`src/common/eth_pkg.sv`:
```
`default_nettype none

package eth_pkg;

	//////////////////////////////////////////////////////////////////////////
	// Frame geometry
	//////////////////////////////////////////////////////////////////////////

	localparam int ADC_PACKET_WORDS = 256; // Samples per ADC frame
	localparam int ADC_FIFO_AW      = 9;   // 512 sample slots
	localparam int TX_FIFO_AW       = 4;   // 16 stream words
	localparam int STATUS_DIV       = 31249; // Terminal count of the status divider
	localparam int HDR_WORDS        = 6;
	localparam int STATUS_WORDS     = 2;

	// Packet kind codes in the upper half of the type word
	localparam logic [15:0] KIND_ADC    = 16'h0ADC;
	localparam logic [15:0] KIND_STATUS = 16'h05A7;

	typedef logic [31:0] adc_word_t;
	typedef logic [9:0]  fill_t; // Wide enough for a full 512-entry FIFO

	// f36 flag nibble with zero occupancy for a full word
	typedef struct packed {
		logic [1:0] occ;
		logic       eof;
		logic       sof;
	} f36_flags_t;

	typedef struct packed {
		f36_flags_t  flags;
		logic [31:0] data;
	} f36_word_t;

	// Station addresses as seen by the framer
	typedef struct packed {
		logic [47:0] my_mac;
		logic [31:0] my_ip;
		logic [47:0] dst_mac;
		logic [31:0] dst_ip;
	} net_cfg_t;

endpackage

`default_nettype wire

```
`src/stream_fifo.sv`:
```
`timescale 1ns/10ps
`default_nettype none

module stream_fifo
	import eth_pkg::*;
#(
	parameter type payload_t = logic [31:0],
	parameter int  AW        = 4
) (
	input  wire      clk_i,
	input  wire      rst_i,
	input  wire      flush_i,
	input  wire      push_i,
	input  payload_t din_i,
	input  wire      pop_i,
	output payload_t dout_o,
	output logic     empty_o,
	output logic     full_o,
	output fill_t    fill_o
);

	payload_t mem [2**AW];
	logic [AW-1:0] wr_ptr;
	logic [AW-1:0] rd_ptr;
	logic [AW:0]   count;
	logic          do_push;
	logic          do_pop;

	assign empty_o = (count == '0);
	assign full_o  = count[AW];   // Exactly 2^AW entries
	assign fill_o  = fill_t'(count);
	assign dout_o  = mem[rd_ptr]; // Show-ahead head

	assign do_push = push_i && !full_o;
	assign do_pop  = pop_i && !empty_o;

	always_ff @(posedge clk_i) begin
		if (do_push)
			mem[wr_ptr] <= din_i;
	end

	always_ff @(posedge clk_i or posedge rst_i) begin
		if (rst_i) begin
			wr_ptr <= '0;
			rd_ptr <= '0;
			count  <= '0;
		end else if (flush_i) begin
			wr_ptr <= '0;
			rd_ptr <= '0;
			count  <= '0;
		end else begin
			if (do_push)
				wr_ptr <= wr_ptr + 1'b1;
			if (do_pop)
				rd_ptr <= rd_ptr + 1'b1;
			if (do_push && !do_pop)
				count <= count + 1'b1;
			else if (do_pop && !do_push)
				count <= count - 1'b1;
		end
	end

endmodule

`default_nettype wire

```
`src/tx_framer/packet_builder.sv`:
```
`timescale 1ns/10ps
`default_nettype none

module packet_builder
	import eth_pkg::*;
(
	input  wire         clk_i,
	input  wire         rst_i,
	input  net_cfg_t    cfg_i,
	input  wire         adc_ready_i,
	input  adc_word_t   adc_data_i,
	output logic        adc_pop_o,
	input  fill_t       adc_fill_i,
	input  wire         status_req_i,
	input  wire  [15:0] status_seq_i,
	output f36_word_t   tx_o,
	output logic        tx_src_rdy_o,
	input  wire         tx_dst_rdy_i
);

	typedef enum logic [1:0] {S_IDLE, S_HDR, S_PAY} state_t;

	state_t      state;
	logic        is_adc;     // Kind of the frame in progress
	logic [8:0]  idx;        // Word index within header or payload
	logic        pend_q;     // One status request waiting
	logic [15:0] pend_seq_q;
	logic [15:0] frame_seq_q;
	logic        tx_full;
	logic        tx_empty;
	logic        push;
	logic        pay_last;
	f36_word_t   word;

	assign push     = (state != S_IDLE) && !tx_full;
	assign pay_last = is_adc ? (idx == 9'(ADC_PACKET_WORDS - 1)) : (idx == 9'(STATUS_WORDS - 1));
	assign adc_pop_o = push && (state == S_PAY) && is_adc;

	//////////////////////////////////////////////////////////////////////////
	// Word generation
	//////////////////////////////////////////////////////////////////////////

	always_comb begin
		word = '0;
		if (state == S_HDR) begin
			case (idx[2:0])
				3'd0: word.data = cfg_i.dst_mac[47:16];
				3'd1: word.data = {cfg_i.dst_mac[15:0], cfg_i.my_mac[47:32]};
				3'd2: word.data = cfg_i.my_mac[31:0];
				3'd3: word.data = cfg_i.dst_ip;
				3'd4: word.data = cfg_i.my_ip;
				default: word.data = is_adc ? {KIND_ADC, 16'(ADC_PACKET_WORDS)}
				                            : {KIND_STATUS, 16'(STATUS_WORDS)};
			endcase
			word.flags.sof = (idx == '0);
		end else begin
			if (is_adc)
				word.data = adc_data_i; // Show-ahead head of the sample FIFO
			else if (idx == '0)
				word.data = 32'(frame_seq_q);
			else
				word.data = 32'(adc_fill_i);
			word.flags.eof = pay_last;
		end
	end

	//////////////////////////////////////////////////////////////////////////
	// Framing FSM
	//////////////////////////////////////////////////////////////////////////

	always_ff @(posedge clk_i or posedge rst_i) begin
		if (rst_i) begin
			state       <= S_IDLE;
			is_adc      <= 1'b0;
			idx         <= '0;
			pend_q      <= 1'b0;
			pend_seq_q  <= '0;
			frame_seq_q <= '0;
		end else begin
			case (state)
				S_IDLE: begin
					idx <= '0;
					if (adc_ready_i) begin // ADC wins a tie
						is_adc <= 1'b1;
						state  <= S_HDR;
					end else if (pend_q) begin
						is_adc      <= 1'b0;
						frame_seq_q <= pend_seq_q;
						pend_q      <= 1'b0;
						state       <= S_HDR;
					end
				end
				S_HDR: if (push) begin
					if (idx == 9'(HDR_WORDS - 1)) begin
						idx   <= '0;
						state <= S_PAY;
					end else
						idx <= idx + 1'b1;
				end
				default: if (push) begin
					if (pay_last)
						state <= S_IDLE;
					else
						idx <= idx + 1'b1;
				end
			endcase
			if (status_req_i) begin // Later requests merge into the pending one
				pend_q     <= 1'b1;
				pend_seq_q <= status_seq_i;
			end
		end
	end

	stream_fifo #(
		.payload_t (f36_word_t),
		.AW        (TX_FIFO_AW)
	) u_tx_fifo (
		.clk_i   (clk_i),
		.rst_i   (rst_i),
		.flush_i (1'b0),
		.push_i  (push),
		.din_i   (word),
		.pop_i   (tx_dst_rdy_i),
		.dout_o  (tx_o),
		.empty_o (tx_empty),
		.full_o  (tx_full),
		.fill_o  ()
	);

	assign tx_src_rdy_o = !tx_empty;

endmodule

`default_nettype wire

```
`config.mk`:
```
export PLATFORM = sky130hd
export DESIGN_NAME = packet_builder
export DESIGN_NICKNAME = d
export VERILOG_FILES = /design/src/common/eth_pkg.sv /design/src/stream_fifo.sv /design/src/tx_framer/packet_builder.sv
export SDC_FILE = /design/constraint.sdc
export NUM_CORES = 1
export LEC_CHECK = 0
export BUFFER_PORTS_ARGS = -buffer_cell sky130_fd_sc_hd__buf_2
export CAP_MARGIN = 20
export CORE_ASPECT_RATIO = 0.75
export CORE_MARGIN = 2
export CORE_UTILIZATION = 45
export CTS_CLUSTER_DIAMETER = 60
export DETAILED_ROUTE_END_ITERATION = 10
export PLACE_DENSITY = 0.66
export SYNTH_ARGS = -nofsm -noshare
export SYNTH_HDL_FRONTEND = slang
export SYNTH_SLANG_ARGS = --single-unit
```
`constraint.sdc`:
```
create_clock -name clk_i -period 3.8 [get_ports clk_i]
set_input_delay 0.76 -clock clk_i [delete_from_list [all_inputs] [get_ports clk_i]]
set_output_delay 0.76 -clock clk_i [all_outputs]
set_load 0.02 [all_outputs]
```
==> metrics, run 1 <==
status=finished, final reports clean; initial antenna violation count=3; Clock power frac=20.7%; H-tree depth=2; multiplexer area fraction after synthesis=18.09%; Detail Route Antenna Nets=0; first-pass GRT wire length=94230 um; total of max-cap violations=0; Vias/cell=6.030; Die Y=207.7 um; Leakage=0.01022 uW; num ports=261; drt initial violations=1857; Remaining DRCs=0; max-slew violations=0; Yosys cell types=56; Synth Area in XOR/XNOR=0.3871%; critical path capture point type=primary output; sequential area share after synthesis=71.47%; gpl congestion=0.9383; R2R Setup Slk=520 ps; WP data arrival=2840 ps; number of global-route vias before repair=14031; drt wl/cell=28.16 um; combinational family with the most area after synthesis=multiplexers; Min Clock Period, post-route=3596 ps; Non-Filler Instances=2311; fin crit share=94.63%; multi-input logic area=0.006774 mm2; # fillers=4209; Clock Latency Late Sink=590 ps; Final Net Count=1782; CP Max Fanout=27; final hold viol count=0; Comb pwr share=38.1%; Area Growth Syn to Fin=17.37%; slew at the pin with the worst max-slew slack=984.8 ps; largest net degree at the start of global routing=63; postcts setup bufs=0; Post-synth EDFFs=544; Total GRT Usage=22.85%; Initial DRT Pass Iterations=8; CTS tree=built; post-synthesis compound-gate area fraction=4.902%; Crit Path Category=reg -> out; Routed WL=65080 um; VDD IR max=0.7041 mV; Starting Density=45.63%; FF/Latch Area=0.01780 mm2; Mean Syn Cell Area=20.01 um2; Yosys reg bits=602; CTS Sinks=602; via count=13935; Req. time, crit path=3040 ps; Max Root-Sink Buffers=3; CORE AREA=0.05453 mm2; TritonCTS Buffers=56; switching component of the power=8746 uW; diode count=0; GR Overflow Total=0; Startpoint Class=register; sequential fraction of design power=41.2%; post_cts resized=0; worst setup margin=204.2 ps; Post-Synth Simple-Gate Area=2.438%; RSZ-0062 raised after global routing=no; Worst-path clk slew=70 ps; clk_skew=12.50 ps; Hold Path Class=in -> async; CTS Root Buffer Type=clkbuf_16; layout cells sized above 1=39.02%; asr flop ratio synth=9.635%; placed cells=2208; Cell Pwr Density=860.0 mW/mm2; pre-CTS setup slack=528.3 ps; Primary FF master, synth=edfxtp_1; Die X=275.5 um; Switching Share=34.82%; Worst slew margin=34.10%; Die ar.=0.05722 mm2; # rows=74; Synth warnings=0; internal power=16370 uW; Mapped Cells=1244; post-DP HPWL=41260 um; max frequency=278.1 MHz; setup TNS=0 ps; Adder-Cell Fraction of Synth Area=0.7843%; count of final setup violators=0; Hold Buf Count CTS=0; Mapped Area=0.02489 mm2; Reg2Reg Depth=8; port bufs=258
-- through the flow --
stage	util [%]	total power [uW]	hold slack, ps	area [um2]
2_1_floorplan	-	16500	475.0	24910
3_3_place_gp	50.47	19880	486.1	27520
3_5_place_dp	50.47	20150	492.5	27520
4_1_cts	53.56	25330	272.7	29210
5_1_grt	53.56	26280	299.8	29210
6_report	53.56	25120	257.2	29210
-- worst max-delay path, cell delays in order (launching register included) --
cell,delay [ps]
dfrtp_4,440
buf_12,250
buf_4,280
mux4_1,600
mux4_2,480
buf_2,170
-- path summary, 6_finish.rpt --
| kind | endpoint | start |
|---|---|---|
| worst max-delay path | tx_o[3] | u_tx_fifo.rd_ptr[0] |
| worst min-delay path | idx[6] | rst_i |
| worst max register to register | u_tx_fifo.mem[13][1] | idx[0] |
| worst min register to register | frame_seq_q[1] | frame_seq_q[1] |
| max in group asynchronous | frame_seq_q[5] | rst_i |
| min in group clk_i | pend_seq_q[12] | status_seq_i[12] |
-- cell families after synthesis --
group                      after synthesis
and+or+nand+nor                        135
other                                    1
muxes                                  222
buffers and inverters                   92
AOI/OAI and AO/OA                      166
DFF                                    602
xor gates and xnor gates                11
adders and majority gates               15
-- layout by cell type (no fill, tap or decap), types with 3 or more instances in the layout --
master | Yosys | layout
a21o_1 | 3 | 3
a21oi_1 | 5 | 5
a222oi_1 | 30 | 30
a22o_1 | 13 | 13
a22oi_1 | 37 | 37
a31oi_1 | 3 | 3
buf_12 | 0 | 18
buf_2 | 10 | 258
buf_4 | 7 | 49
clkbuf_1 | 44 | 8
clkbuf_16 | 0 | 57
clkinv_1 | 0 | 19
clkinv_2 | 0 | 11
dfrtp_1 | 58 | 54
edfxtp_1 | 544 | 544
ha_1 | 14 | 13
inv_1 | 8 | 7
mux2_2 | 42 | 42
mux2i_1 | 10 | 10
mux4_1 | 27 | 27
mux4_2 | 143 | 143
nand2_1 | 61 | 61
nand2b_1 | 4 | 4
nand3_1 | 7 | 7
nand4_1 | 5 | 5
nor2_1 | 31 | 19
nor2_4 | 0 | 12
nor2b_2 | 0 | 3
nor3_1 | 9 | 5
nor3_4 | 0 | 4
nor4_1 | 4 | 4
o211ai_1 | 4 | 4
o21ai_0 | 50 | 50
o31ai_1 | 3 | 3
xnor2_1 | 9 | 9
-- state kept, by name, indices dropped and copies added (netlist names) --
register          count
pend_seq_q           16
u_tx_fifo.count       5
u_tx_fifo.mem       544
state                 2
frame_seq_q          16
pend_q                1
u_tx_fifo.wr_ptr      4
is_adc                1
u_tx_fifo.rd_ptr      4
idx                   9
-- power by group through the flow --
stage               Clock, uW  Combinational, uW  Sequential, uW
detailed placement          0               9670           10500
floorplan                   0               6330           10200
global route             5550              10300           10400
global placement            0               9470           10400
CTS                      5300               9680           10400
finish                   5200               9570           10400
-- routing by layer --
layer	routed length, um	vias up	track usage, %
met2	29350	674	33.60
met5	13	-	0
met3	6170	90	4.997
met1	28310	7312	35.26
li1	-	5857	-
met4	1235	2	4.753
-- final cells by class --
| class | count | share of cell area [%] |
|---|---|---|
| clock buffers | 65 | 4.986 |
| clock inverters | 38 | 0.7796 |
| inverters | 8 | 0.1028 |
| multi-input cells | 551 | 23.19 |
| flip-flops and latches | 602 | 60.93 |
| well taps | 722 | 3.093 |
| repair buffers | 325 | 6.914 |
-- cell usage after synthesis, types with 2 or more instances --
cell	n	area (um2)
edfxtp_1	544	16340
mux4_2	143	3221
nand2_1	61	229.0
dfrtp_1	58	1451
o21ai_0	50	250.2
clkbuf_1	44	165.2
mux2_2	42	473.0
a22oi_1	37	277.8
nor2_1	31	116.4
a222oi_1	30	300.3
mux4_1	27	709.4
ha_1	14	175.2
a22o_1	13	113.9
buf_1	12	45.04
buf_2	10	50.05
mux2i_1	10	100.1
buf_6	9	101.4
nor3_1	9	45.04
xnor2_1	9	78.83
inv_1	8	30.03
buf_4	7	52.55
nand3_1	7	35.03
a21oi_1	5	25.02
nand4_1	5	31.28
nor2b_1	5	31.28
nand2b_1	4	25.02
nor4_1	4	25.02
o211ai_1	4	30.03
a21o_1	3	22.52
a31oi_1	3	18.77
o31ai_1	3	22.52
a221oi_1	2	17.52
a31o_2	2	17.52
and2_1	2	12.51
and3_1	2	12.51
buf_8	2	30.03
o211a_1	2	20.02
o2bb2ai_1	2	17.52
xor2_1	2	17.52
No activity file was read; power rests on OpenSTA's default activity.
==> run 2, diff against run 1 <==
- BUFFER_PORTS_ARGS: -buffer_cell sky130_fd_sc_hd__buf_2 -> unset
- DONT_BUFFER_PORTS: unset -> 1
- PLACE_DENSITY: 0.66 -> unset
==> run 2 against run 1 <==
Effect of this change: sequential cell count is the same; worst setup slack got worse by 10 ps; sequential share of layout area up 2.4 points; critical path type unchanged; non-clock buffer count decreased by 254; sequential power about the same.
==> metrics, run 2 (same netlist as run 1, synthesis figures left out) <==
status=finished, final reports clean; Worst path slowest cell=dfrtp_4; GR Overflow Total=0 (unchanged); slew at the pin with the worst max-slew slack=1038 ps (+53.38 ps); Hold Path Class=in -> async; Detail Route Antenna Nets=0 (unchanged); CP Max Fanout=15 (-44%); post-DP HPWL=41380 um (+0.30%); slowest stage delay, CP=580 ps (-20 ps); initial antenna violation count=12 (+9); CORE AREA=0.05453 mm2 (unchanged); Vias/cell=6.321 (+4.8%); number of global-route vias before repair=12987 (-7.4%); H-tree depth=2 (unchanged); fin crit share=94.90% (+0.27 points); Final Net Count=1530 (-14%); Routed WL=65100 um (about the same); cells along the critical path=buf_12 -> buf_4 -> mux4_1 -> mux4_2; WP data arrival=2850 ps (about the same); postcts setup bufs=0 (unchanged); Clock Latency Late Sink=600 ps (about the same); final hold viol count=0 (unchanged); Non-Filler Instances=2068 (-11%); critical path capture point type=primary output; Min Clock Period, post-route=3606 ps (+10.28 ps); count of final setup violators=0 (unchanged); Crit Path Category=reg -> out; largest net degree at the start of global routing=59 (-6.3%); Req. time, crit path=3040 ps (about the same); Starting Density=45.63% (unchanged); Startpoint Class=register; drt initial violations=1705 (-8.2%); RSZ-0062 raised after global routing=no; Largest register FFs=544 (unchanged); Initial DRT Pass Iterations=10 (+2); gpl congestion=1.086 (+16%); post_cts resized=0 (unchanged); Hold Buf Count CTS=0 (unchanged); Die ar.=0.05722 mm2 (unchanged); CTS Sinks=602 (unchanged); Area Growth Syn to Fin=12.92%; CTS tree=built; Remaining DRCs=0 (unchanged); drt wl/cell=31.48 um (+12%); port bufs=0 (-100%); commonest non-fill, non-tap cell in the layout=edfxtp_1; layout cells sized above 1=27.79% (-11 points); Total GRT Usage=23.03% (+0.18 points); # rows=74 (unchanged); CTS Root Buffer Type=clkbuf_16; Leakage=0.009321 uW (-8.8%); first-pass GRT wire length=94060 um (-0.18%); Worst-path clk slew=60 ps (about the same); num ports=261 (unchanged); Worst slew margin=30.25% (-3.8 points); clk_skew=18.28 ps (+5.780 ps); Die Y=207.7 um (unchanged); total of max-cap violations=0 (unchanged); max frequency=277.3 MHz (-0.28%); max-slew violations=0 (unchanged); Cell Pwr Density=902.1 mW/mm2 (+4.9%); commonest cells after routing, fill and taps aside=edfxtp_1, mux4_2, nand2_1; VDD IR max=0.7092 mV (+0.71%); top flop regs=u_tx_fifo.mem: 544 flops, frame_seq_q: 16 flops, pend_seq_q: 16 flops; setup TNS=0 ps (unchanged); Die X=275.5 um (unchanged); Top reg by flops=u_tx_fifo.mem; TritonCTS Buffers=58 (+3.6%); placed cells=1954 (-12%); Max Root-Sink Buffers=3 (unchanged); via count=13071 (-6.2%)
[run 2: cell count changes in the layout (fill, tap and decap cells not counted), sizes merged, moves of 2 or more]
cell      delta
buf        -254
clkinv       -8
clkbuf      +12
bufinv       +4
diode        +4
clkinvlp     -2
[run 2: routing by layer]
metal  track usage [%]  up-vias  wire (um)  part of all wire [%]
met3             7.033      120       5711                   8.8
met4             4.119       14       1077                   1.7
met5                 0        -         89                  0.14
li1                  -     5354          -                     -
met2             34.02      556      29740                    46
met1             34.27     7027      28480                    44
[run 2: area by class of cell]
class	count	area [um2]
repair buffers	71	670.6
fillers	4307	26430
clock buffers	77	1594
well taps	722	903.4
inverters	8	30.03
multi-input cells	551	6766
clock inverters	33	326.6
flip-flops and latches	602	17800
diodes	4	10.01
[run 2: critical path: cells and delay by family (launching register included)]
kind                   cells  cell delay [ps]
multiplexers               2             1150
flip-flops                 1              580
buffers and inverters      2              510
[run 2: report_power, final]
group / leakage [uW] / switching (uW) / internal, uW
logic: 0.00270 / 5720 / 3390
registers: 0.00567 / 617 / 9830
clock network: 0.000942 / 2490 / 3310
total: 0.00932 / 8820 / 16500
[run 2: path summary, 6_finish.rpt]
| check | startpoint | end | slack (ps) | cells past startpoint |
|---|---|---|---|---|
| max | u_tx_fifo.rd_ptr[0] | tx_o[2] | 190 | 4 |
| min | rst_i | pend_seq_q[1] | 180 | 1 |
| max reg2reg | idx[1] | u_tx_fifo.mem[4][10] | 310 | 8 |
| min reg2reg | pend_seq_q[11] | frame_seq_q[11] | 500 | 1 |
| max in group asynchronous | rst_i | u_tx_fifo.count[0] | 2820 | 2 |
| min in group clk_i | status_req_i | pend_q | 290 | 1 |
[run 2: stage by stage]
stage	utilization (%)	power (uW)	hold WS, ps	setup WS [ps]	cell area, um2
global placement	47.99	19560	482.3	553.2	26170
global route	51.51	26520	231.6	64.46	28090
CTS	51.51	25580	188.2	123.0	28090
finish	51.53	25350	175.4	193.9	28100
floorplan	-	16500	475.0	737.9	24910
detailed placement	47.99	19790	490.6	448.5	26170
