## config.mk

```make
export PLATFORM = sky130hd
export DESIGN_NAME = status_timer
export DESIGN_NICKNAME = d
export VERILOG_FILES = /design/src/common/eth_pkg.sv /design/src/status_timer.sv
export SDC_FILE = /design/constraint.sdc
export NUM_CORES = 1
export LEC_CHECK = 0
export ABC_AREA = 1
export BUFFER_PORTS_ARGS = -buffer_cell sky130_fd_sc_hd__buf_2
export CORE_UTILIZATION = 56
export CTS_BUF_LIST = sky130_fd_sc_hd__clkbuf_16
export CTS_CLUSTER_DIAMETER = 50
export CTS_CLUSTER_SIZE = 8
export DETAILED_ROUTE_END_ITERATION = 16
export MAX_ROUTING_LAYER = met4
export PLACE_DENSITY_LB_ADDON = 0.05
export REMOVE_ABC_BUFFERS = 1
export SYNTH_ARGS = -nofsm -noshare
export SYNTH_HDL_FRONTEND = slang
export SYNTH_SLANG_ARGS = --single-unit
```

## constraint.sdc

```tcl
create_clock -name clk_i -period 2.1 [get_ports clk_i]
set_input_delay 0.525 -clock clk_i [delete_from_list [all_inputs] [get_ports clk_i]]
set_output_delay 0.525 -clock clk_i [all_outputs]
set_load 0.02 [all_outputs]
```

## src/common/eth_pkg.sv

```systemverilog
`default_nettype none

package eth_pkg;

	//////////////////////////////////////////////////////////////////////////
	// Frame geometry
	//////////////////////////////////////////////////////////////////////////

	localparam int ADC_PACKET_WORDS = 256; // Samples per ADC frame
	localparam int ADC_FIFO_AW      = 9;   // 512 sample slots
	localparam int TX_FIFO_AW       = 4;   // 16 stream words
	localparam int STATUS_DIV       = 31249; // Terminal count of the status divider
	localparam int HDR_WORDS        = 6;
	localparam int STATUS_WORDS     = 2;

	// Packet kind codes in the upper half of the type word
	localparam logic [15:0] KIND_ADC    = 16'h0ADC;
	localparam logic [15:0] KIND_STATUS = 16'h05A7;

	typedef logic [31:0] adc_word_t;
	typedef logic [9:0]  fill_t; // Wide enough for a full 512-entry FIFO

	// f36 flag nibble with zero occupancy for a full word
	typedef struct packed {
		logic [1:0] occ;
		logic       eof;
		logic       sof;
	} f36_flags_t;

	typedef struct packed {
		f36_flags_t  flags;
		logic [31:0] data;
	} f36_word_t;

	// Station addresses as seen by the framer
	typedef struct packed {
		logic [47:0] my_mac;
		logic [31:0] my_ip;
		logic [47:0] dst_mac;
		logic [31:0] dst_ip;
	} net_cfg_t;

endpackage

`default_nettype wire

```

## src/status_timer.sv

```systemverilog
`timescale 1ns/10ps
`default_nettype none

module status_timer
	import eth_pkg::*;
(
	input  wire         clk_i,
	input  wire         rst_i,
	input  wire         enable_i,
	output logic        req_o,
	output logic [15:0] seq_o
);

	logic [15:0] div_q;
	logic        div_end;

	assign div_end = (div_q == 16'(STATUS_DIV));

	always_ff @(posedge clk_i or posedge rst_i) begin
		if (rst_i) begin
			div_q <= '0;
			req_o <= 1'b0;
			seq_o <= '0;
		end else if (!enable_i) begin
			div_q <= '0; // Restart numbering on next enable
			req_o <= 1'b0;
			seq_o <= '0;
		end else begin
			req_o <= div_end;
			if (div_end)
				div_q <= '0;
			else
				div_q <= div_q + 1'b1;
			if (req_o)
				seq_o <= seq_o + 1'b1; // Number of the next request
		end
	end

endmodule

`default_nettype wire

```

==> results of run 1 <==
[registers in the layout (all words and copies together) (netlist names)]
register,cells
req_o,1
div_q,16
seq_o,16
[report_power, final]
| part | internal (mW) | total, mW | switching, mW | leakage (nW) |
|---|---|---|---|---|
| combinational | 0.0129 | 0.0453 | 0.0323 | 0.474 |
| sequential | 0.642 | 0.648 | 0.00639 | 0.459 |
| clock | 0.425 | 0.665 | 0.241 | 0.0776 |
[layout make-up]
type | instances | area [um^2]
fill | 258 | 957
multi-input combinational | 176 | 877
sequential | 33 | 826
clock buffer | 5 | 125
inverter | 33 | 124
timing repair buffer | 20 | 103
tap | 44 | 55.1
clock inverter | 3 | 11.3
[layer usage]
metal	track usage [%]	up-vias
met5	-	-
met4	11.9	0
met3	7.64	9
met2	40.3	27
met1	26.2	714
li1	-	809
[cell usage in the layout (no fill, tap or decap), types with 2 or more instances in the layout]
master     instances
nand2_1           59
inv_2              2
nor2_4             7
inv_1             34
nand2_2            6
xor2_1             3
a21oi_1            8
buf_2             19
nand4_1            3
o21bai_1           2
clkbuf_16          5
nor3_1             6
dfrtp_1           33
o21ai_0            5
ha_1               3
nand3_1           10
nor2_1            49
nor2_2             4
[path summary, 6_finish.rpt]
check / start / slack [ns] / depth (start not counted) / endpoint
worst max-delay path: req_o$_DFF_PP0_ / 0.63 / 1 / req_o
worst min-delay path: rst_i / 0.33 / 3 / seq_o[2]$_DFFE_PP0P_
worst max register to register: div_q[0]$_DFF_PP0_ / 0.72 / 7 / div_q[14]$_DFF_PP0_
worst min register to register: seq_o[6]$_DFFE_PP0P_ / 0.50 / 1 / seq_o[6]$_DFFE_PP0P_
max in group asynchronous: rst_i / 1.48 / 3 / seq_o[14]$_DFFE_PP0P_
min in group clk_i: seq_o[6]$_DFFE_PP0P_ / 0.50 / 1 / seq_o[6]$_DFFE_PP0P_
[cells by family (layout without fill, tap and decap cells)]
kind of cell / Yosys count / count (layout) / share of synthesized area (%)
compound gates: 20 / 20 / 6.35
xor+xnor: 4 / 4 / 1.91
fa+ha+maj: 3 / 3 / 2.05
buf+inv: 34 / 61 / 7.04
flops: 33 / 33 / 45.1
simple gates: 149 / 149 / 37.6
==> summary.txt, run 1 <==
Status
  – Status: complete, no violations

Setup path
  – Slowest Stage Delay on Critical Path: 0.46 ns
  – Startpoint Class: flip-flop
  – CP arrival: 0.94 ns
  – CP delay by family, top: flip-flops
  – Critical-path cell list: buf_2
  – Worst Path Buf+Inv: 1
  – Critical path required time: 1.57 ns
  – Crit end category: output pin
  – Crit path max fanout: 7
  – CP Class: reg2out
  – Slowest CP cell: dfrtp_1

STA
  – Relative slew slack: 72.8%
  – Period utilisation layout: 69.8%
  – Max Clock Freq: 682 MHz
  – Layout Skew: 0.00372 ns
  – Fin. max-slew vios: 0
  – Setup TNS: 0 ns
  – Worst Max-Slew Pin Slew: 0.409 ns
  – Final min period: 1.47 ns
  – Endpoints failing setup: 0
  – Hold Vio Cnt, Final: 0
  – WHS: 0.332 ns
  – RSZ-0062 raised after global routing: no
  – Setup WS post-layout: 0.634 ns

Synthesis
  – Post-Syn Instances: 243
  – Avg Synthesized Cell Area: 7.54 um^2
  – Count leader, synth: nand2_1
  – Synth area leaders: dfrtp_1, nand2_1, nor2_1
  – EDFF count, synth: 0
  – Synth cell count leaders: nand2_1, nor2_1, dfrtp_1
  – Cell variety after synth: 28
  – Ys Warns: 0
  – Post-synthesis sequential area ratio: 45.1%
  – Async S/R FF share, synth: 100%
  – Leading area contributor after synthesis: dfrtp_1
  – Mapped Area: 1830 um^2
  – Top FF cell, synth: dfrtp_1
  – FF+latch count, synth: 33
  – Top-area cell type share of the netlist area: 45.1%

Global routing
  – Global-route usage over all layers: 24.3%
  – Largest net degree at the start of global routing: 34
  – First-pass GRT wire length: 6000 um
  – Vias in the first global route: 1471
  – Initial antenna violation count: 0
  – GRT overflow: 0

Clock tree
  – CTS Sinks: 33
  – Root Buffer: clkbuf_16
  – TritonCTS Buffers: 5
  – Clk slew on worst S/H paths: 0.05 ns
  – Worst-Skew Late Latency: 0.27 ns
  – PostCTS Resize Cnt: 0
  – CTS tree: yes
  – Post-CTS Setup Bufs: 0
  – Clock Path Buffers: 2
  – Hold buffer count at cts: 0
  – H-Tree Depth: 2

Detailed routing
  – DR WL met2: 1650 um
  – Top sig layer: met4
  – Vias per std cell: 4.96
  – Total wire length: 3440 um
  – Via count: 1559
  – WL met3: 127 um
  – Number of DRC markers in iteration 0: 64
  – Metal-1 WL: 1590 um
  – DRT Pass-1 Iters: 4
  – Detail Route Antenna Nets: 0
  – Per-cell routed wire length: 10.9 um
  – Residual DRC: 0

Floorplanning
  – Core area: 3080 um^2
  – Die X: 59.2 um
  – Initial Utilization: 59.5%
  – Rows: 20
  – Ports: 20
  – Die area: 3500 um^2
  – Die Height: 59.2 um

Placement
  – # port buffers: 19
  – Setup WS pre-CTS: 0.657 ns
  – Total placed cells including tap cells: 306
  – GPL Wtd Cong: 0.895
  – Detail Placement HPWL: 2520 um
  – DP Area: 1980 um^2

Cells and area
  – Area Overhead vs Synth: 15.8%
  – Nets: 275
  – Post-layout util: 68.9%
  – Fin cells: 314
  – Design area: 2120 um^2
  – Layout cells sized above 1: 17.8%
  – Number of diodes: 0

Pwr
  – Power Dens Cells: 641 nW/um^2
  – P_leak: 1.01 nW
  – Tot Pwr: 1.36 mW
  – Worst vdd ir: 0.463 mV

Min path
  – Hold WC Path Type: in2async

Flow run
  – Number of max-cap violations: 0
Note: power is estimated with default switching activity, not from simulation.
==> run 2, diff against run 1 <==
--- a/config.mk
+++ b/config.mk
@@ -5,7 +5,7 @@
 export SDC_FILE = /design/constraint.sdc
 export NUM_CORES = 1
 export LEC_CHECK = 0
-export ABC_AREA = 1
+export ABC_AREA = 0
 export BUFFER_PORTS_ARGS = -buffer_cell sky130_fd_sc_hd__buf_2
 export CORE_UTILIZATION = 56
 export CTS_BUF_LIST = sky130_fd_sc_hd__clkbuf_16
==> constraint.sdc (replaced) <==
create_clock -name clk_i -period 1.45 [get_ports clk_i]
set_input_delay 0.3625 -clock clk_i [delete_from_list [all_inputs] [get_ports clk_i]]
set_output_delay 0.3625 -clock clk_i [all_outputs]
set_load 0.02 [all_outputs]
==> run 2 against run 1 <==
  * The flow now finishes with violations (setup timing)
  * Area after synthesis fell by 11%
  * Combinational power rose by 150%
  * Wire length rose by 16%
  * Synthesized cell count fell by 33%
  * Sequential cell count did not move
  * Via count fell by 10%
  * Core utilization rose by 15 points
  * Non-clock buffer count rose by 33
  * First-iteration DRC count rose by 4.7%
  * Die area fell by 10%
==> summary.txt, run 2 <==
Pwr
  – Power Dens Cells: 879 nW/um^2 (was 641 nW/um^2)
  – Worst vdd ir: 1.10 mV (was 0.463 mV)
  – P_leak: 1.03 nW (was 1.01 nW)
  – Tot Pwr: 2.04 mW (was 1.36 mW)

Cells and area
  – Filler instances: 161 (was 258)
  – Area of the multi-input gates: 927 um^2 (was 877 um^2)
  – Largest registers: div_q (16), seq_o (16), req_o (1) (unchanged)
  – Area Overhead vs Synth: 42.0% (was 15.8%)
  – Number of diodes: 0 (unchanged)
  – Commonest non-fill, non-tap cells in the layout: buf_4, dfrtp_1, nor2_1 (was nand2_1, nor2_1, inv_1)
  – Layout cells sized above 1: 43.2% (was 17.8%)
  – Nets: 227 (was 275)
  – Post-layout util: 84.1% (was 68.9%)
  – Register area: 832 um^2 (was 826 um^2)
  – Most common cell after layout, fill and taps aside: buf_4 (was nand2_1)
  – Fin cells: 253 (was 314)

Placement
  – GPL Wtd Cong: 0.863 (was 0.895)
  – # port buffers: 19 (unchanged)
  – Total placed cells including tap cells: 238 (was 306)
  – Detail Placement HPWL: 2470 um (was 2520 um)

Clock tree
  – TritonCTS Buffers: 5 (unchanged)
  – CTS Sinks: 33 (unchanged)
  – CTS tree: yes (unchanged)
  – Clk slew on worst S/H paths: 0.05 ns (about the same)
  – Root Buffer: clkbuf_16 (unchanged)
  – Worst-Skew Late Latency: 0.28 ns (was 0.27 ns)
  – Clock Path Buffers: 2 (unchanged)
  – Hold buffer count at cts: 0 (unchanged)
  – H-Tree Depth: 2 (unchanged)

STA
  – Endpoints failing setup: 17 (was 0)
  – WHS: 0.176 ns (was 0.332 ns)
  – Hold Vio Cnt, Final: 0 (unchanged)
  – Setup WS post-layout: -0.112 ns (was 0.634 ns)
  – RSZ-0062 raised after global routing: yes (was no)
  – Fin. max-slew vios: 0 (unchanged)
  – Period utilisation layout: 108%
  – Relative slew slack: 66.2% (was 72.8%)
  – Worst Max-Slew Pin Slew: 0.507 ns (was 0.409 ns)
  – Final min period: 1.56 ns
  – Max Clock Freq: 640 MHz
  – Layout Skew: 0.00613 ns (was 0.00372 ns)
  – Setup TNS: -0.971 ns (was 0 ns)

Detailed routing
  – Detail Route Antenna Nets: 0 (unchanged)
  – Via count: 1402 (was 1559)
  – Residual DRC: 0 (unchanged)
  – Number of DRC markers in iteration 0: 67 (was 64)
  – Total wire length: 3990 um (was 3440 um)
  – Per-cell routed wire length: 15.8 um (was 10.9 um)
  – Vias per std cell: 5.54 (was 4.96)
  – DRT Pass-1 Iters: 4 (unchanged)

Floorplanning
  – Initial Utilization: 59.3% (was 59.5%)
  – Die X: 56.0 um (was 59.2 um)
  – Rows: 19 (was 20)
  – Ports: 20 (unchanged)
  – Core area: 2760 um^2 (was 3080 um^2)
  – Die Height: 56.0 um (was 59.2 um)
  – Die area: 3140 um^2 (was 3500 um^2)

Global routing
  – Largest net degree at the start of global routing: 34 (unchanged)
  – Initial antenna violation count: 0 (unchanged)
  – GRT overflow: 0 (unchanged)
  – Vias in the first global route: 1359 (was 1471)
  – Global-route usage over all layers: 26.4% (was 24.3%)
  – First-pass GRT wire length: 6100 um (was 6000 um)

Synthesis
  – Adder-cell area share of the yosys netlist: 2.30% (was 2.05%)
  – Top FF cell, synth: dfrtp_1 (unchanged)
  – FF+latch count, synth: 33 (unchanged)
  – EDFF count, synth: 0 (unchanged)
  – Post-Syn Instances: 164 (was 243)
  – XOR/XNOR share of the synthesized area: 13.4% (was 1.91%)
  – Ys Warns: 0 (unchanged)
  – Synth Area in Compound Gates: 2.14% (was 6.35%)
  – Post-synthesis sequential area ratio: 50.5% (was 45.1%)
  – Mapped Area: 1630 um^2 (was 1830 um^2)
  – Leading area contributor after synthesis: dfrtp_1 (unchanged)
  – Count leader, synth: dfrtp_1 (was nand2_1)
  – Synth cell count leaders: dfrtp_1, nor2_1, xnor2_1 (was nand2_1, nor2_1, dfrtp_1)
  – Simple-gate share of the synthesized area: 28.3% (was 37.6%)
  – Top-area cell type share of the netlist area: 50.5% (was 45.1%)
  – Post-synthesis mux area share: 1.23% (was 0%)
  – Async S/R FF share, synth: 100% (unchanged)
  – Combinational family with the most area after synthesis: simple AND/OR/NAND/NOR gates (unchanged)
  – Avg Synthesized Cell Area: 9.96 um^2 (was 7.54 um^2)
  – Synth area leaders: dfrtp_1, xnor2_1, nor2_1 (was dfrtp_1, nand2_1, nor2_1)
  – Cell variety after synth: 30 (was 28)

Setup path
  – Critical-path cell list: ha_2 > nand4_1 > nor3_1 > xnor2_1 > nor2_4 (was buf_2)
  – Slowest Stage Delay on Critical Path: 0.41 ns (was 0.46 ns)
  – CP arrival: 1.72 ns (was 0.94 ns)
  – Slowest CP cell: dfrtp_1 (unchanged)
  – CP Class: reg2reg (was reg2out)
  – Crit end category: flip-flop (was output pin)
  – Crit path max fanout: 4 (was 7)
  – Reg2Reg Depth: 5 (was 7)
  – Critical path required time: 1.61 ns (was 1.57 ns)
  – Startpoint Class: flip-flop (unchanged)

Status
  – Status: finished with violations (was complete, no violations)
  – Failing checks: setup timing

Flow run
  – Number of max-cap violations: 0 (unchanged)

Min path
  – Hold WC Path Type: in2async (unchanged)
-- run 2: kinds of logic (layout without fill, tap and decap cells) --
group | Yosys count | count (layout)
adder cells (fa/ha/maj) | 3 | 3
flip-flops | 33 | 33
AO/OA/AOI/OAI | 6 | 6
XOR/XNOR | 25 | 25
multiplexers | 2 | 2
buffers and inverters | 8 | 66
AND/OR/NAND/NOR | 87 | 87
-- run 2: worst paths after layout --
kind	start	to	slack (ns)
max	div_q[1]$_DFF_PP0_	div_q[10]$_DFF_PP0_	-0.11
min	rst_i	div_q[2]$_DFF_PP0_	0.18
max reg2reg	div_q[1]$_DFF_PP0_	div_q[10]$_DFF_PP0_	-0.11
min reg2reg	seq_o[15]$_DFFE_PP0P_	seq_o[15]$_DFFE_PP0P_	0.56
max in group asynchronous	rst_i	div_q[6]$_DFF_PP0_	0.96
min in group clk_i	enable_i	seq_o[15]$_DFFE_PP0P_	0.38
-- run 2: metal layers --
metal	vias to the layer above	global-route usage [%]	part of all wire [%]	wire length [um]
li1	675	-	-	-
met1	689	29.7	42	1660
met2	31	45.1	54	2170
met3	7	7.21	2.2	87
met4	0	9.41	1.7	68
met5	-	-	0	0
-- run 2: stage by stage --
stage / worst slack (ns) / area [um^2]
global placement: -0.00519 / 1950
CTS: -0.0266 / 2120
detailed placement: -0.0178 / 1950
finish: -0.112 / 2320
global route: -0.199 / 2320
floorplan: -0.211 / 1620
-- run 2: what timing repair did --
action | in CTS | in global routing
pin swaps | 1 | 22
setup buffers | 1 | 6
gates resized for setup | 5 | 39
setup endpoints to repair | 18 | 22
-- run 2: cell type report --
cell class | instances | area share [%]
Clock buffer | 5 | 5.39
Inverter | 5 | 0.809
Clock inverter | 3 | 0.539
Timing Repair Buffer | 53 | 15.7
Multi-Input combinational cell | 123 | 40.0
Sequential cell | 33 | 35.9
Tap cell | 31 | 1.67
-- run 2: power by group --
group,internal [mW],switching (mW)
sequential,0.929,0.00941
combinational,0.0489,0.0641
clock,0.619,0.367
-- run 2: worst max-delay path, delay by kind of cell (launching register included) --
kind	cells	cell delay, ns
adders and majority gates	1	0.22
xor gates and xnor gates	1	0.21
DFF	1	0.41
and+or+nand+nor	3	0.60
==> run 3, diff against run 2 <==
--- a/config.mk
+++ b/config.mk
@@ -7,11 +7,12 @@
 export LEC_CHECK = 0
 export ABC_AREA = 0
 export BUFFER_PORTS_ARGS = -buffer_cell sky130_fd_sc_hd__buf_2
-export CORE_UTILIZATION = 56
+export CORE_UTILIZATION = 51
 export CTS_BUF_LIST = sky130_fd_sc_hd__clkbuf_16
 export CTS_CLUSTER_DIAMETER = 50
 export CTS_CLUSTER_SIZE = 8
 export DETAILED_ROUTE_END_ITERATION = 16
+export HOLD_SLACK_MARGIN = 0.1
 export MAX_ROUTING_LAYER = met4
 export PLACE_DENSITY_LB_ADDON = 0.05
 export REMOVE_ABC_BUFFERS = 1
==> constraint.sdc (replaced) <==
create_clock -name clk_i -period 1.3 [get_ports clk_i]
set_input_delay 0.325 -clock clk_i [delete_from_list [all_inputs] [get_ports clk_i]]
set_output_delay 0.325 -clock clk_i [all_outputs]
set_load 0.02 [all_outputs]
==> run 3 against run 2 <==
  * The flow still finishes with violations (setup timing)
  * Clock power rose by 16%
  * Cell area rose by 17%
  * Total power rose by 13%
  * Sequential cell count did not move
  * Sequential power rose by 11%
==> summary.txt, run 3 (same netlist as run 2, synthesis figures left out) <==
Setup path
  – Startpoint Class: flip-flop (unchanged)
  – CP delay by family, top: simple AND/OR/NAND/NOR gates (unchanged)
  – Slowest Stage Delay on Critical Path: 0.38 ns (was 0.41 ns)
  – Slowest CP cell: dfrtp_1 (unchanged)
  – Critical path required time: 1.46 ns (was 1.61 ns)
  – Worst Path Buf+Inv: 2 (was 0)
  – CP arrival: 1.74 ns (was 1.72 ns)
  – Crit path max fanout: 8 (was 4)
  – Reg2Reg Depth: 7 (was 5)
  – Crit end category: flip-flop (unchanged)
  – Levels on crit path: 7 (was 5)
  – CP Class: reg2reg (unchanged)
  – Critical-path cell list: buf_6 > ha_1 > nor4b_2 > nand4b_1 > nand2_2 > clkbuf_16 > nor2_1 (was ha_2 > nand4_1 > nor3_1 > xnor2_1 > nor2_4)

STA
  – Relative slew slack: 71.3% (was 66.2%)
  – Worst Max-Slew Pin Slew: 0.430 ns (was 0.507 ns)
  – Max Clock Freq: 631 MHz (was 640 MHz)
  – WHS: 0.148 ns (was 0.176 ns)
  – Layout Skew: 0.0118 ns (was 0.00613 ns)
  – Period utilisation layout: 122% (was 108%)
  – Fin. max-slew vios: 0 (unchanged)
  – Endpoints failing setup: 36 (was 17)
  – Setup WS post-layout: -0.286 ns (was -0.112 ns)
  – RSZ-0062 raised after global routing: yes (unchanged)
  – Final min period: 1.59 ns (was 1.56 ns)
  – Setup TNS: -6.37 ns (was -0.971 ns)
  – Hold Vio Cnt, Final: 0 (unchanged)

Cells and area
  – Post-layout util: 88.6% (was 84.1%)
  – Most common cell after layout, fill and taps aside: buf_4 (unchanged)
  – Area Overhead vs Synth: 65.5% (was 42.0%)
  – Layout cells sized above 1: 48.8% (was 43.2%)
  – Commonest non-fill, non-tap cells in the layout: buf_4, dfrtp_1, nor2_1 (unchanged)
  – Fin cells: 290 (was 253)
  – Design area: 2710 um^2 (was 2320 um^2)
  – Number of diodes: 0 (unchanged)
  – Nets: 251 (was 227)
  – Largest registers: div_q (16), seq_o (16), req_o (1) (unchanged)

Pwr
  – Sequential Power Share: 45.4% (was 46.0%)
  – Worst vdd ir: 0.888 mV (was 1.10 mV)
  – P_leak: 1.30 nW (was 1.03 nW)
  – Tot Pwr: 2.30 mW (was 2.04 mW)
  – Net switching power: 0.525 mW (was 0.441 mW)
  – Power Dens Cells: 850 nW/um^2 (was 879 nW/um^2)
  – Combinational share of power: 5.1% (was 5.5%)
  – Sw Ratio: 22.8% (was 21.6%)
  – Clock power share: 49.5% (was 48.4%)
  – Cell-internal power: 1.77 mW (was 1.60 mW)

Clock tree
  – Worst-Skew Late Latency: 0.29 ns (was 0.28 ns)
  – CTS Sinks: 33 (unchanged)
  – Root Buffer: clkbuf_16 (unchanged)
  – CTS tree: yes (unchanged)
  – Clk slew on worst S/H paths: 0.06 ns (was 0.05 ns)
  – Clock Path Buffers: 2 (unchanged)
  – Hold buffer count at cts: 0 (unchanged)
  – H-Tree Depth: 2 (unchanged)
  – TritonCTS Buffers: 5 (unchanged)

Placement
  – DP Area: 2060 um^2 (was 1950 um^2)
  – Detail Placement HPWL: 2550 um (was 2470 um)
  – Total placed cells including tap cells: 261 (was 238)
  – Setup WS pre-CTS: -0.196 ns (was -0.0178 ns)
  – GPL Wtd Cong: 0.917 (was 0.863)
  – # port buffers: 19 (unchanged)

Global routing
  – Initial antenna violation count: 0 (unchanged)
  – Largest net degree at the start of global routing: 34 (unchanged)
  – GRT overflow: 0 (unchanged)
  – First-pass GRT wire length: 7040 um (was 6100 um)
  – Vias in the first global route: 1571 (was 1359)
  – Global-route usage over all layers: 29.3% (was 26.4%)

Detailed routing
  – Per-cell routed wire length: 21.5 um (was 15.8 um)
  – Number of DRC markers in iteration 0: 197 (was 67)
  – DRT Pass-1 Iters: 4 (unchanged)
  – Residual DRC: 0 (unchanged)
  – Via count: 1707 (was 1402)
  – Total wire length: 6250 um (was 3990 um)
  – Vias per std cell: 5.89 (was 5.54)
  – Detail Route Antenna Nets: 0 (unchanged)

Floorplanning
  – Die area: 3430 um^2 (was 3140 um^2)
  – Core area: 3050 um^2 (was 2760 um^2)
  – Die X: 58.6 um (was 56.0 um)
  – Initial Utilization: 53.5% (was 59.3%)
  – Die Height: 58.6 um (was 56.0 um)
  – Ports: 20 (unchanged)
  – Rows: 20 (was 19)

Status
  – Failing checks: setup timing (unchanged)
  – Status: finished with violations (unchanged)

Flow run
  – Number of max-cap violations: 0 (unchanged)

Min path
  – Hold WC Path Type: in2async (unchanged)
## run 3: cell count changes in the layout (fill, tap and decap cells not counted), sizes merged
| cell | change |
|---|---|
| clkinv | -3 |
| buf | +23 |
| inv | +3 |
| clkbuf | +1 |
## run 3: cell type report
type / count / area (um^2)
clock buffers: 5 / 125
fillers: 133 / 348
well taps: 44 / 55.1
flip-flops and latches: 33 / 828
repair buffers: 77 / 696
inverters: 5 / 18.8
multi-input cells: 123 / 971
clock inverters: 3 / 11.3
## run 3: metal layers
layer	share of wire (%)	vias to the layer above	wire length, um	GRT usage (%)
met4	5.5	0	342	13.9
met1	37	845	2290	29.6
met2	51	102	3200	52.9
met3	6.7	36	420	7.47
met5	0	-	0	-
li1	-	724	-	-
## run 3: path summary, 6_finish.rpt
| check | end | from | slack [ns] |
|---|---|---|---|
| max in group asynchronous | seq_o[2]$_DFFE_PP0P_ | rst_i | 0.81 |
| worst max-delay path | div_q[9]$_DFF_PP0_ | div_q[0]$_DFF_PP0_ | -0.29 |
| worst min register to register | div_q[14]$_DFF_PP0_ | div_q[14]$_DFF_PP0_ | 0.57 |
| worst min-delay path | seq_o[6]$_DFFE_PP0P_ | rst_i | 0.15 |
| worst max register to register | div_q[9]$_DFF_PP0_ | div_q[0]$_DFF_PP0_ | -0.29 |
| min in group clk_i | seq_o[15]$_DFFE_PP0P_ | enable_i | 0.37 |
## run 3: power groups by stage
stage | Sequential [mW] | Combinational, mW | Clock (mW)
after floorplan | 1.06 | 0.0420 | 0
after global placement | 1.06 | 0.0922 | 0
after detailed placement | 1.06 | 0.0952 | 0
after CTS | 1.04 | 0.105 | 1.09
after global routing | 1.04 | 0.127 | 1.18
final | 1.04 | 0.117 | 1.14
## run 3: what timing repair did
action,in CTS,in global routing
endpoints found under the setup margin,29,41
resized for setup,35,45
pin swaps,21,27
gates cloned,0,1
setup buffers,14,8
## run 3: worst reg2reg max path, delay by kind of cell, from the launching register on
family	cells	cell delay, ns
adder cells (fa/ha/maj)	1	0.13
buffers and inverters	2	0.30
flip-flops	1	0.38
AND/OR/NAND/NOR	4	0.66
